### src/rtl/pgwr_pkg.sv
// ----------------------------------------
// shared types for the page-table write manager
// entry formats, bus packets, pointer ops, line geometry
// compile ahead of every rtl file
// ----------------------------------------
package pgwr_pkg;

	typedef logic [31:0] ptr_t; // entry index, 0 is null

	// att status codes
	typedef enum logic [1:0] {
		STS_DALLOC = 2'd0,
		STS_UNCOMP = 2'd1
	} att_sts_t;

	typedef struct packed {
		logic [13:0] zpd_cnt;
		logic [47:0] way;
		att_sts_t    sts;
	} att_entry_t; // 64 bits

	typedef struct packed {
		logic [13:0] rsvd;
		logic [49:0] way;
		ptr_t        prev; // bytes 4..7 of the entry
		ptr_t        next; // bytes 0..3
	} list_entry_t; // 128 bits

	// line geometry
	localparam int LINE_BYTES    = 64;
	localparam int ATT_BYTES     = 8;
	localparam int LIST_BYTES    = 16;
	localparam int PTR_BYTES     = 4;
	localparam int ATT_PER_LINE  = LINE_BYTES / ATT_BYTES;  // 8
	localparam int LIST_PER_LINE = LINE_BYTES / LIST_BYTES; // 4
	localparam int ATT_SLOT_W    = $clog2(ATT_PER_LINE);
	localparam int LIST_SLOT_W   = $clog2(LIST_PER_LINE);

	// write port
	typedef struct packed {
		logic [63:0]  addr; // line aligned
		logic [511:0] data;
		logic [63:0]  strb;
	} axi_wr_pld_t;

	typedef struct packed {
		axi_wr_pld_t pld;
		logic        awvalid; // one cycle pulse
		logic        wvalid;  // one cycle pulse, never with awvalid
	} axi_wr_req_t;

	typedef struct packed {
		logic awready;
		logic wready;
	} axi_wr_rdy_t;

	typedef struct packed {
		logic       bvalid;
		logic [1:0] bresp; // 0 is okay
	} axi_wr_resp_t;

	// table update request
	typedef struct packed {
		logic        tbl_update; // pulse
		ptr_t        att_id;
		ptr_t        tol_id;     // list entry moved free -> uncomp
		list_entry_t lst_entry;  // current contents of tol_id
	} tol_upd_t;

	typedef struct packed {
		ptr_t free_head;
		ptr_t free_tail;
		ptr_t uncomp_head;
		ptr_t uncomp_tail;
	} tol_ht_t;

	// one table write each
	typedef enum logic [2:0] {
		STEP_INIT_ATT,
		STEP_INIT_LIST,
		STEP_ATT_ALLOC,
		STEP_POP_FREE,
		STEP_PUSH_SELF,
		STEP_PUSH_LINK
	} step_t;

	// pulses from decode to the list registers
	typedef struct packed {
		logic att_done;
		logic list_done;
		ptr_t list_tail;   // with list_done
		logic pop_free;
		ptr_t new_head;    // with pop_free
		logic push_uncomp;
		ptr_t id;          // with push_uncomp
	} ptr_op_t;

endpackage

### src/rtl/pgwr_cmd_decode.sv
// ----------------------------------------
// mode sequencer of the write manager
// turns init levels and update pulses into table-write steps
// ----------------------------------------
`timescale 1ns/1ps

module pgwr_cmd_decode #(
	parameter int ATT_ENTRIES  = 16,
	parameter int LIST_ENTRIES = 8
) (
	input  logic               clk_i,
	input  logic               rst_ni,
	input  logic               init_att,
	input  logic               init_list,
	input  pgwr_pkg::tol_upd_t tol_updpkt,
	input  logic               init_att_done,
	input  logic               init_list_done,
	input  logic               uncomp_empty,
	input  logic               line_sent,
	input  logic               resp_idle,
	output pgwr_pkg::step_t    step,
	output pgwr_pkg::ptr_t     entry_idx,
	output pgwr_pkg::tol_upd_t upd,
	output logic               start,
	output pgwr_pkg::ptr_op_t  ptr_op,
	output logic               pgwr_mngr_ready,
	output logic               tbl_update_done
);
	import pgwr_pkg::*;

	typedef enum logic [1:0] {
		D_IDLE,
		D_WRITE, // one line in flight at issue
		D_RESP   // draining responses after the last update write
	} dstate_t;

	dstate_t  state_q;
	step_t    step_q;
	ptr_t     idx_q;
	tol_upd_t upd_q;
	logic     start_q;
	logic     pend_q; // line handed to issue, not yet sent
	logic     att_go, list_go, upd_go;
	logic     last_att, last_list;

	// idle priority is att init, then list init, then update
	assign att_go  = (state_q == D_IDLE) && init_att && !init_att_done;
	assign list_go = (state_q == D_IDLE) && init_list && !init_list_done && !att_go;
	assign upd_go  = (state_q == D_IDLE) && tol_updpkt.tbl_update && !att_go && !list_go;

	assign last_att  = idx_q == ptr_t'(ATT_ENTRIES);
	assign last_list = idx_q == ptr_t'(LIST_ENTRIES);

	always_ff @(posedge clk_i or negedge rst_ni) begin
		if (!rst_ni) begin
			state_q <= D_IDLE;
			step_q  <= STEP_INIT_ATT;
			idx_q   <= '0;
			start_q <= 1'b0;
		end else begin
			start_q <= 1'b0; // pulse
			case (state_q)
				D_IDLE: begin
					if (att_go || list_go || upd_go) begin
						state_q <= D_WRITE;
						start_q <= 1'b1;
						idx_q   <= ptr_t'(1); // tables start at entry 1
					end
					if (att_go)
						step_q <= STEP_INIT_ATT;
					else if (list_go)
						step_q <= STEP_INIT_LIST;
					else if (upd_go)
						step_q <= STEP_ATT_ALLOC;
				end
				D_WRITE: begin
					if (line_sent) begin
						start_q <= 1'b1; // next line by default
						case (step_q)
							STEP_INIT_ATT, STEP_INIT_LIST: begin
								idx_q <= idx_q + ptr_t'(1);
								if ((step_q == STEP_INIT_ATT) ? last_att : last_list) begin
									state_q <= D_IDLE;
									start_q <= 1'b0;
								end
							end
							STEP_ATT_ALLOC: step_q <= STEP_POP_FREE;
							STEP_POP_FREE:  step_q <= STEP_PUSH_SELF;
							STEP_PUSH_SELF: begin
								if (uncomp_empty) begin // no old tail to link
									state_q <= D_RESP;
									start_q <= 1'b0;
								end else begin
									step_q <= STEP_PUSH_LINK;
								end
							end
							default: begin // push link was last
								state_q <= D_RESP;
								start_q <= 1'b0;
							end
						endcase
					end
				end
				default: begin
					if (resp_idle)
						state_q <= D_IDLE;
				end
			endcase
		end
	end

	// set by start, cleared when issue reports the data beat
	always_ff @(posedge clk_i or negedge rst_ni) begin
		if (!rst_ni)
			pend_q <= 1'b0;
		else if (start_q)
			pend_q <= 1'b1;
		else if (line_sent)
			pend_q <= 1'b0;
	end

	// request payload
	always_ff @(posedge clk_i) begin
		if (upd_go)
			upd_q <= tol_updpkt;
	end

	// pointer ops land with the line_sent of the step that owns them
	always_comb begin
		ptr_op           = '0;
		ptr_op.list_tail = ptr_t'(LIST_ENTRIES);
		ptr_op.new_head  = upd_q.lst_entry.next; // popped entry's next
		ptr_op.id        = upd_q.tol_id;
		if (state_q == D_WRITE && line_sent) begin
			case (step_q)
				STEP_INIT_ATT:  ptr_op.att_done    = last_att;
				STEP_INIT_LIST: ptr_op.list_done   = last_list;
				STEP_POP_FREE:  ptr_op.pop_free    = 1'b1;
				STEP_PUSH_SELF: ptr_op.push_uncomp = uncomp_empty;
				STEP_PUSH_LINK: ptr_op.push_uncomp = 1'b1; // tail moves after link
				default:        ptr_op.pop_free    = 1'b0;
			endcase
		end
	end

	assign step            = step_q;
	assign entry_idx       = idx_q;
	assign upd             = upd_q;
	assign start           = start_q;
	assign pgwr_mngr_ready = state_q == D_IDLE;
	assign tbl_update_done = (state_q == D_RESP) && resp_idle;

	// a new line goes to issue only once the previous one is out
	a_start_no_overlap: assert property (@(posedge clk_i) disable iff (!rst_ni)
		start |-> !pend_q);

	// issue reports a data beat only for a line it was given
	a_sent_was_pending: assert property (@(posedge clk_i) disable iff (!rst_ni)
		line_sent |-> pend_q);

endmodule

### src/rtl/pgwr_line_build.sv
// ----------------------------------------
// builds address, data and strobes of one table write
// purely combinational, issue samples it on start
// ----------------------------------------
`timescale 1ns/1ps

module pgwr_line_build #(
	parameter logic [63:0] ATT_BASE  = 64'h0,
	parameter logic [63:0] LIST_BASE = 64'h0,
	parameter logic [49:0] PPA_BASE  = 50'h0
) (
	input  pgwr_pkg::step_t       step,
	input  pgwr_pkg::ptr_t        entry_idx,
	input  pgwr_pkg::tol_upd_t    upd,
	input  pgwr_pkg::tol_ht_t     tol_ht,
	output pgwr_pkg::axi_wr_pld_t line
);
	import pgwr_pkg::*;

	ptr_t                   tgt;     // entry being written
	ptr_t                   ofs;     // zero based index
	ptr_t                   line_no;
	logic                   is_att;
	logic [ATT_SLOT_W-1:0]  att_slot;
	logic [LIST_SLOT_W-1:0] lst_slot;
	att_entry_t             att_e;
	list_entry_t            lst_e;

	always_comb begin
		case (step)
			STEP_INIT_ATT, STEP_INIT_LIST: tgt = entry_idx;
			STEP_ATT_ALLOC: tgt = upd.att_id;
			STEP_POP_FREE:  tgt = upd.lst_entry.next;   // successor of popped head
			STEP_PUSH_SELF: tgt = upd.tol_id;
			default:        tgt = tol_ht.uncomp_tail; // old tail gets the link
		endcase
	end

	assign is_att   = (step == STEP_INIT_ATT) || (step == STEP_ATT_ALLOC);
	assign ofs      = tgt - ptr_t'(1);
	assign line_no  = is_att ? ofs / ptr_t'(ATT_PER_LINE) : ofs / ptr_t'(LIST_PER_LINE);
	assign att_slot = ATT_SLOT_W'(ofs % ptr_t'(ATT_PER_LINE));
	assign lst_slot = LIST_SLOT_W'(ofs % ptr_t'(LIST_PER_LINE));

	// att entry: deallocated on init, uncomp on alloc
	always_comb begin
		att_e.zpd_cnt = '0;
		att_e.way     = '0;
		att_e.sts     = STS_DALLOC;
		if (step == STEP_ATT_ALLOC) begin
			att_e.way = upd.lst_entry.way[47:0];
			att_e.sts = STS_UNCOMP;
		end
	end

	// init list entry, chained to both neighbours
	always_comb begin
		lst_e.rsvd = '0;
		lst_e.way  = PPA_BASE + 50'(ofs); // one page per entry
		lst_e.prev = ofs;
		lst_e.next = entry_idx + ptr_t'(1);
	end

	always_comb begin
		line.addr = (is_att ? ATT_BASE : LIST_BASE) + 64'(line_no) * 64'(LINE_BYTES);
		line.data = '0;
		line.strb = '0; // untouched bytes stay masked
		case (step)
			STEP_INIT_ATT, STEP_ATT_ALLOC: begin
				line.data[att_slot*ATT_BYTES*8 +: ATT_BYTES*8] = att_e;
				line.strb[att_slot*ATT_BYTES +: ATT_BYTES]     = '1;
			end
			STEP_INIT_LIST: begin
				line.data[lst_slot*LIST_BYTES*8 +: LIST_BYTES*8] = lst_e;
				line.strb[lst_slot*LIST_BYTES +: LIST_BYTES]     = '1;
			end
			STEP_POP_FREE: begin // prev word only
				line.data[lst_slot*LIST_BYTES*8 + PTR_BYTES*8 +: PTR_BYTES*8] = upd.lst_entry.prev;
				line.strb[lst_slot*LIST_BYTES + PTR_BYTES +: PTR_BYTES]       = '1;
			end
			STEP_PUSH_SELF: begin // prev = old tail, next = null
				line.data[lst_slot*LIST_BYTES*8 +: 2*PTR_BYTES*8] = {tol_ht.uncomp_tail, ptr_t'(0)};
				line.strb[lst_slot*LIST_BYTES +: 2*PTR_BYTES]     = '1;
			end
			default: begin // next word of old tail
				line.data[lst_slot*LIST_BYTES*8 +: PTR_BYTES*8] = upd.tol_id;
				line.strb[lst_slot*LIST_BYTES +: PTR_BYTES]     = '1;
			end
		endcase
	end

endmodule

### src/rtl/pgwr_axi_wr_issue.sv
// ----------------------------------------
// write issue: address pulse, then data pulse
// also tracks responses still owed by memory
// ----------------------------------------
`timescale 1ns/1ps

module pgwr_axi_wr_issue (
	input  logic                   clk_i,
	input  logic                   rst_ni,
	input  logic                   start,
	input  pgwr_pkg::axi_wr_pld_t  line,
	input  pgwr_pkg::axi_wr_rdy_t  wr_rdypkt,
	input  pgwr_pkg::axi_wr_resp_t wr_resppkt,
	output pgwr_pkg::axi_wr_req_t  wr_reqpkt,
	output logic                   line_sent,
	output logic                   resp_idle
);
	import pgwr_pkg::*;

	typedef enum logic [1:0] {
		I_IDLE,
		I_WAIT_AW,
		I_WAIT_W
	} istate_t;

	istate_t     state_q;
	axi_wr_pld_t pld_q;
	logic        awvalid_q, wvalid_q;
	logic [7:0]  outst_q; // responses owed
	logic        resp_ok;

	always_ff @(posedge clk_i or negedge rst_ni) begin
		if (!rst_ni) begin
			state_q   <= I_IDLE;
			awvalid_q <= 1'b0;
			wvalid_q  <= 1'b0;
		end else begin
			awvalid_q <= 1'b0; // both are single cycle
			wvalid_q  <= 1'b0;
			case (state_q)
				I_IDLE: begin
					if (start)
						state_q <= I_WAIT_AW;
				end
				I_WAIT_AW: begin
					if (wr_rdypkt.awready && !awvalid_q) begin
						awvalid_q <= 1'b1;
						state_q   <= I_WAIT_W;
					end
				end
				default: begin
					if (wr_rdypkt.wready && !wvalid_q) begin
						wvalid_q <= 1'b1; // same payload as the address beat
						state_q  <= I_IDLE;
					end
				end
			endcase
		end
	end

	// payload holds until next start
	always_ff @(posedge clk_i) begin
		if (start && state_q == I_IDLE)
			pld_q <= line;
	end

	assign resp_ok = wr_resppkt.bvalid && (wr_resppkt.bresp == 2'b00);

	// awvalid only rises after awready, so each pulse is an accepted address
	always_ff @(posedge clk_i or negedge rst_ni) begin
		if (!rst_ni)
			outst_q <= '0;
		else if (awvalid_q && !resp_ok)
			outst_q <= outst_q + 8'd1;
		else if (resp_ok && !awvalid_q)
			outst_q <= outst_q - 8'd1;
	end

	assign wr_reqpkt.pld     = pld_q;
	assign wr_reqpkt.awvalid = awvalid_q;
	assign wr_reqpkt.wvalid  = wvalid_q;
	assign line_sent         = wvalid_q;
	assign resp_idle         = outst_q == '0;

	a_no_stray_resp: assert property (@(posedge clk_i) disable iff (!rst_ni)
		wr_resppkt.bvalid |-> outst_q != '0);

	a_aw_w_exclusive: assert property (@(posedge clk_i) disable iff (!rst_ni)
		!(wr_reqpkt.awvalid && wr_reqpkt.wvalid));

endmodule

### src/rtl/tol_list_regs.sv
// ----------------------------------------
// list head and tail pointers plus sticky init flags
// updated only by pointer-op pulses from decode
// ----------------------------------------
`timescale 1ns/1ps

module tol_list_regs (
	input  logic              clk_i,
	input  logic              rst_ni,
	input  pgwr_pkg::ptr_op_t ptr_op,
	output pgwr_pkg::tol_ht_t tol_ht,
	output logic              init_att_done,
	output logic              init_list_done,
	output logic              uncomp_empty
);
	import pgwr_pkg::*;

	tol_ht_t ht_q;
	logic    att_done_q, list_done_q;

	always_ff @(posedge clk_i or negedge rst_ni) begin
		if (!rst_ni) begin
			ht_q        <= '0; // all lists null
			att_done_q  <= 1'b0;
			list_done_q <= 1'b0;
		end else begin
			if (ptr_op.att_done)
				att_done_q <= 1'b1; // sticky
			if (ptr_op.list_done) begin
				list_done_q    <= 1'b1;
				ht_q.free_head <= ptr_t'(1); // whole table is one free list
				ht_q.free_tail <= ptr_op.list_tail;
			end
			if (ptr_op.pop_free)
				ht_q.free_head <= ptr_op.new_head;
			if (ptr_op.push_uncomp) begin
				ht_q.uncomp_tail <= ptr_op.id;
				if (ht_q.uncomp_tail == '0) // first entry is head too
					ht_q.uncomp_head <= ptr_op.id;
			end
		end
	end

	assign tol_ht         = ht_q;
	assign init_att_done  = att_done_q;
	assign init_list_done = list_done_q;
	assign uncomp_empty   = ht_q.uncomp_tail == '0;

endmodule

### src/rtl/pgwr_mngr.sv
// ----------------------------------------
// page-table write manager top
// table sizes and base addresses are set here
// ----------------------------------------
`timescale 1ns/1ps

module pgwr_mngr #(
	parameter int          ATT_ENTRIES  = 16,
	parameter int          LIST_ENTRIES = 8,
	parameter logic [63:0] ATT_BASE     = 64'h0000_0000_8000_0000,
	parameter logic [63:0] LIST_BASE    = 64'h0000_0000_8001_0000,
	parameter logic [49:0] PPA_BASE     = 50'h0_0000_0008_0100
) (
	input  logic                   clk_i,
	input  logic                   rst_ni,
	input  logic                   init_att,
	input  logic                   init_list,
	input  pgwr_pkg::tol_upd_t     tol_updpkt,
	input  pgwr_pkg::axi_wr_rdy_t  wr_rdypkt,
	input  pgwr_pkg::axi_wr_resp_t wr_resppkt,
	output pgwr_pkg::axi_wr_req_t  wr_reqpkt,
	output pgwr_pkg::tol_ht_t      tol_ht,
	output logic                   init_att_done,
	output logic                   init_list_done,
	output logic                   pgwr_mngr_ready,
	output logic                   tbl_update_done
);
	import pgwr_pkg::*;

	step_t       step;
	ptr_t        entry_idx;
	tol_upd_t    upd;
	ptr_op_t     ptr_op;
	axi_wr_pld_t line;
	logic        start, line_sent, resp_idle, uncomp_empty;

	pgwr_cmd_decode #(
		.ATT_ENTRIES  (ATT_ENTRIES),
		.LIST_ENTRIES (LIST_ENTRIES)
	) u_decode (
		.clk_i, .rst_ni,
		.init_att, .init_list, .tol_updpkt,
		.init_att_done, .init_list_done, .uncomp_empty,
		.line_sent, .resp_idle,
		.step, .entry_idx, .upd, .start, .ptr_op,
		.pgwr_mngr_ready, .tbl_update_done
	);

	pgwr_line_build #(
		.ATT_BASE  (ATT_BASE),
		.LIST_BASE (LIST_BASE),
		.PPA_BASE  (PPA_BASE)
	) u_line_build (
		.step, .entry_idx, .upd, .tol_ht,
		.line
	);

	pgwr_axi_wr_issue u_issue (
		.clk_i, .rst_ni,
		.start, .line,
		.wr_rdypkt, .wr_resppkt, .wr_reqpkt,
		.line_sent, .resp_idle
	);

	tol_list_regs u_list_regs (
		.clk_i, .rst_ni,
		.ptr_op,
		.tol_ht, .init_att_done, .init_list_done, .uncomp_empty
	);

endmodule

### config.mk
export PLATFORM = sky130hd
export DESIGN_NAME = pgwr_mngr
export DESIGN_NICKNAME = d
export VERILOG_FILES = /design/src/rtl/pgwr_pkg.sv /design/src/rtl/pgwr_cmd_decode.sv /design/src/rtl/pgwr_line_build.sv /design/src/rtl/pgwr_axi_wr_issue.sv /design/src/rtl/tol_list_regs.sv /design/src/rtl/pgwr_mngr.sv
export SDC_FILE = /design/constraint.sdc
export NUM_CORES = 1
export LEC_CHECK = 0
export BUFFER_PORTS_ARGS = -buffer_cell sky130_fd_sc_hd__buf_2
export CAP_MARGIN = 20
export CELL_PAD_IN_SITES_DETAIL_PLACEMENT = 0
export CELL_PAD_IN_SITES_GLOBAL_PLACEMENT = 1
export CORE_AREA = 3 3 378 380
export DETAILED_ROUTE_END_ITERATION = 8
export DIE_AREA = 0 0 381 383
export PLACE_DENSITY_LB_ADDON = 0.08
export RECOVER_POWER = 100
export SETUP_SLACK_MARGIN = 0.2
export SLEW_MARGIN = 10
export SYNTH_ARGS = -nofsm -noshare
export SYNTH_HDL_FRONTEND = slang
export SYNTH_SLANG_ARGS = --single-unit
### constraint.sdc
create_clock -name clk_i -period 45.3 [get_ports clk_i]
set_clock_uncertainty 0.1 [all_clocks]
set_input_delay 6.795 -clock clk_i [delete_from_list [all_inputs] [get_ports clk_i]]
set_output_delay 6.795 -clock clk_i [all_outputs]
set_load 0.1 [all_outputs]
Word-level counts from Yosys, hierarchy flattened

Cells that the tools add are included.

Output and inout bits: 774
Word-level logic and storage cells: 181
Bits in registers: 964
Input bits: 202

Multiplexer cells: 49
Equal/unequal tests: 21
Add/sub/neg operators: 14
Shift operators: 20
Bitwise logic cells: 10
Reductions and logical operators: 46

Operator list:

| cell                       | number |
|---|---|
| $and 512x512->512          | 5 |
| $pmux 576 s4               | 1 |
| $shift 32x34->512 const A  | 2 |
| $shift 64x34->512 const A  | 2 |
| $shiftx 32x34->512         | 2 |
| $shiftx 64x34->512         | 2 |
| $shift 128x34->512 const A | 1 |
| $shiftx 128x34->512        | 1 |
| $and 64x64->64             | 5 |
| $mux 32                    | 4 |
| $pmux 32 s4                | 1 |
| $shift 4x34->64 const A    | 2 |
| $shift 8x34->64 const A    | 2 |
| $shiftx 4x34->64 const A   | 2 |
| $shiftx 8x34->64 const A   | 2 |
| $neg 32->34                | 2 |
| $neg 6->34                 | 2 |
| $neg 9->34                 | 2 |
| $add 64x38->64             | 1 |
| $mux 64                    | 1 |
| $pmux 32 s2                | 1 |
| $shift 16x34->64 const A   | 1 |
| $shiftx 16x34->64 const A  | 1 |
| $mux 50                    | 1 |
| 47 further kinds           | 114 |

Longest topological paths before layout

Word-level depth: 11
Gate-level depth with buffers: 25

Modules after synthesis

From an unflattened synthesis, not the netlist that was laid out.

Cell total of the unflattened synthesis: 3,458
Area total of the unflattened synthesis: 45,194.6 sq um

Modules (own cells, without submodules):

| module            | cells an instance | times used | area each (sq um) |
|---|---|---|---|
| pgwr_axi_wr_issue | 724               | 1          | 20,021.7 |
| pgwr_line_build   | 1,895             | 1          | 11,589.9 |
| pgwr_cmd_decode   | 545               | 1          | 8,772.2 |
| tol_list_regs     | 294               | 1          | 4,810.9 |

Worst setup path before layout

No wires, ideal clock.

Path kind: register to register
Start point: register u_issue.state_q[1]
End point: register u_issue.pld_q, in the netlist u_issue.wr_reqpkt[100], enable pin
Stages on the path, launching flop included: 2
Clock period less this slack: 38.457 ns
Data required time: 43.126 ns
Path slack: 6.843 ns
Arrival time: 36.283 ns
Cell sequence: dfrtp_1 > nor3b_1

Word-level cells in the longest chain between the ends: 2

RTL lines:

| element                  | RTL line                | source |
|---|---|---|
| start: declaration       | pgwr_axi_wr_issue.sv:26 | `istate_t state_q;` |
| start signal: assignment | pgwr_axi_wr_issue.sv:34 | `state_q <= I_IDLE;` |
| start signal: assignment | pgwr_axi_wr_issue.sv:43 | `state_q <= I_WAIT_AW;` |
| start signal: assignment | pgwr_axi_wr_issue.sv:48 | `state_q <= I_WAIT_W;` |
| $logic_not 2->1          | pgwr_axi_wr_issue.sv:63 | `if (start && state_q == I_IDLE)` |
| $logic_and 1x1->1        | pgwr_axi_wr_issue.sv:63 |  |
| end signal: assignment   | pgwr_axi_wr_issue.sv:64 | `pld_q <= line;` |
| end: declaration         | pgwr_axi_wr_issue.sv:27 | `axi_wr_pld_t pld_q;` |

No other way between the ends.
A chain may end at the register's enable or synchronous reset.

==> flow_summary.yaml <==
timing:
  setup_total_negative_slack_ns: 0
  timing.fmax_mhz: 67.34
  hold_violations: 0
  finalWorstPathRequiredPeriod_ns: 14.85
  slew_viol_final: 1582
  final-setup-viol-count: 0
  timing.slew.headroom: -2.258
  finalCritPeriodShare: 0.3278
  worst_pin_slew_ns: 4.887
  rsz0062_at_grt: "no"
placed_design:
  place.detailed.instances: 5776
  gpl.final_weighted_congestion: 0.8337
  port_buffers: 839
  placement.cell_area_um2: 44370
  dpl.hpwl_um: 136900
synthesis:
  post_synth_main_area_contributors: "edfxtp_1 (52%), dfrtp_1 (9.6%), o21ai_0 (4.0%)"
  yosysWarningCount: 0
  post_syn_area_um2: 38640
  netlist-cell-type-count: 92
  postSynthCellCount: 3249
  synth_top_area_share: 0.5245
  seq_area_frac_synth: 0.6203
  synth_ff_type: "edfxtp_1"
  netlist.top_cell.by_area: "edfxtp_1"
  synth_area_per_cell_um2: 11.89
  synth.ff_latch_count: 823
  synth_edf_count: 675
  postSynth.asyncResetShare: 0.1798
floorplan:
  floorplan.die.height_um: 383
  placementRows: 137
  initial_core_util: 0.2770
  core_area_um2: 139500
  num_io_pins: 976
  chipWidth_um: 381
  design.die.area_um2: 145900
hold_path:
  holdPathStages: 1
  timing.hold.worst.class: "reg2reg"
critical_path:
  crit_path_frequent_cell: "clkbuf_1"
  crit_path_max_incr_delay_ns: 2.58
  worstPathCellList: "clkbuf_1 -> clkbuf_1 -> clkbuf_1"
  cp.required_ns: 44.80
  timing.reg2reg.worst_path_depth: 13
  timing.critical_path.depth: 3
  critical_path_buf_inv_count: 3
  start_kind: "input pin"
  worst-setup-path-type: "in2async"
  crit_family: "buffers and inverters"
  worstPathArrival_ns: 14.35
  end_kind: "async pin"
  timing.critical_path.fanout_max: 51
  cp_slowest_cell: "clkbuf_1"
clock_network:
  clk_pin_slew_worst_paths_ns: 0.06
  cts.sinks: 823
  insertion_delay_ns: 0.72
  cts_max_level: 3
  cts_tree: "built"
  cts.repair_timing.setup_buffer_count: 0
  clock_tree.buffer_depth: 3
  cts_resized: 0
  cts_root_buffer: "clkbuf_16"
  numCtsBuffers: 100
  ctsHoldBuffers: 0
detailed_routing:
  wl_final_um: 189200
  post-route-drc-count: 0
  num_vias: 30660
  detailedRoute.firstPassIterationCount: 6
  detail_route.wl_per_cell_um: 31.63
  detail_route.iter0.violations: 2971
  via_per_instance_ratio: 5.125
  drt.antenna.violating_nets: 0
global_routing:
  wire_length_of_the_first_global_routing_pass_um: 253000
  first_global_vias: 29624
  grt_antenna_before_repair: 39
  all_layer_gr_usage: 0.2481
  grt_start_max_net_pins: 73
  grt-ovfl-total: 0
flow_run:
  max_cap_violations: 45
cells_and_area:
  syn2layout_area_growth_pct: 20.44
  layout_cell_share_with_drive_strength_beyond_1: 0.1204
  stdcell_count: 5982
  final_net_count: 4227
  layout_commonest_cell: "clkbuf_1"
  layout.cells.most_common_list: "clkbuf_1 (748), edfxtp_1 (675), nand2_1 (401), o21ai_0 (315), nor2_1 (281)"
  postLayoutCellArea_um2: 46540
outcome:
  outcome: "finished with violations"
  violations_in_the_final_reports: "max-capacitance violations, max-slew violations"
cell usage after synthesis, drive strengths merged (37+ instances only):
master and instances:
edfxtp 675, nand2 403, o21ai 317, nor2 293
buf 217, clkbuf 200, dfrtp 148, a221o 123
a22oi 103, mux2 76, xnor2 61, xor2 47
a21oi 46, nand3 43, nor3 37
worst paths after layout:
check                                   start                     end  slack, ns
max in group clk_i                  init_list        u_decode.upd[51]      30.60
hold reg to reg            u_issue.outst_q[7]      u_issue.outst_q[7]       0.38
min in group asynchronous              rst_ni  u_list_regs.tol_ht[53]       7.11
hold / removal             u_issue.outst_q[7]      u_issue.outst_q[7]       0.38
setup / recovery                       rst_ni        u_decode.step[2]      30.45
setup reg to reg             u_decode.step[0]  u_issue.wr_reqpkt[373]      31.63
cell type report:
| cell class | instances | area, um2 |
|---|---|---|
| antenna | 18 | 45.04 |
| clock buffer | 131 | 2690 |
| clock inverter | 56 | 674.4 |
| fill | 14540 | 92990 |
| inverter | 28 | 105.1 |
| multi-input combinational | 2100 | 12680 |
| sequential | 823 | 23980 |
| tap | 1876 | 2347 |
| timing repair buffer | 950 | 4018 |
sequential cells by signal, indices dropped and copies added, names as in the netlist:
register	count
u_decode.ptr_op	64
u_issue.line_sent	1
u_decode.upd	112
u_decode.step	3
u_issue.wr_reqpkt	499
u_list_regs.init_att_done	1
u_issue.state_q	2
u_list_regs.tol_ht	97
u_issue.outst_q	8
u_decode.entry_idx	32
u_decode.state_q	2
u_issue.awvalid_q	1
u_decode.start	1
kinds of logic after synthesis:
kind of cell             share of synthesized area
AO/OA/AOI/OAI                               0.1402
XOR/XNOR                                   0.02525
adder cells (fa/ha/maj)                   0.007317
buffers and inverters                      0.06259
flip-flops                                  0.6203
multiplexers                               0.02862
other                                   0.00009704
AND/OR/NAND/NOR                             0.1156
metal layers:
layer  part of all wire  track usage
met1               0.43       0.3264
met2               0.48       0.4150
met4              0.029      0.06302
met5            0.00045            0
met3              0.067      0.05313
worst reg2reg max path: stages, from the launching register on:
cell	delay [ns]
dfrtp_4	0.43
clkbuf_1	1.95
clkbuf_1	1.68
o21ai_0	0.34
nor2_1	0.22
nor2_2	0.04
clkbuf_1	0.52
inv_1	0.86
ha_1	0.57
nand4b_1	0.18
clkbuf_1	0.45
or2_0	3.50
clkbuf_1	1.90
o21ai_0	0.54
through the flow:
stage,util,hold WS (ns),setup WS [ns]
final,0.3336,0.3794,30.45
after global routing,0.3333,0.3920,28.90
after CTS,0.3421,0.3795,35.56
after detailed placement,0.3180,0.3716,34.75
after global placement,0.3180,0.3677,34.74
after floorplan,-,0.3346,6.843
Power is left out: the tool's default activity adds up to more than one toggle a clock period on the data nets, which glitch-free logic cannot reach.
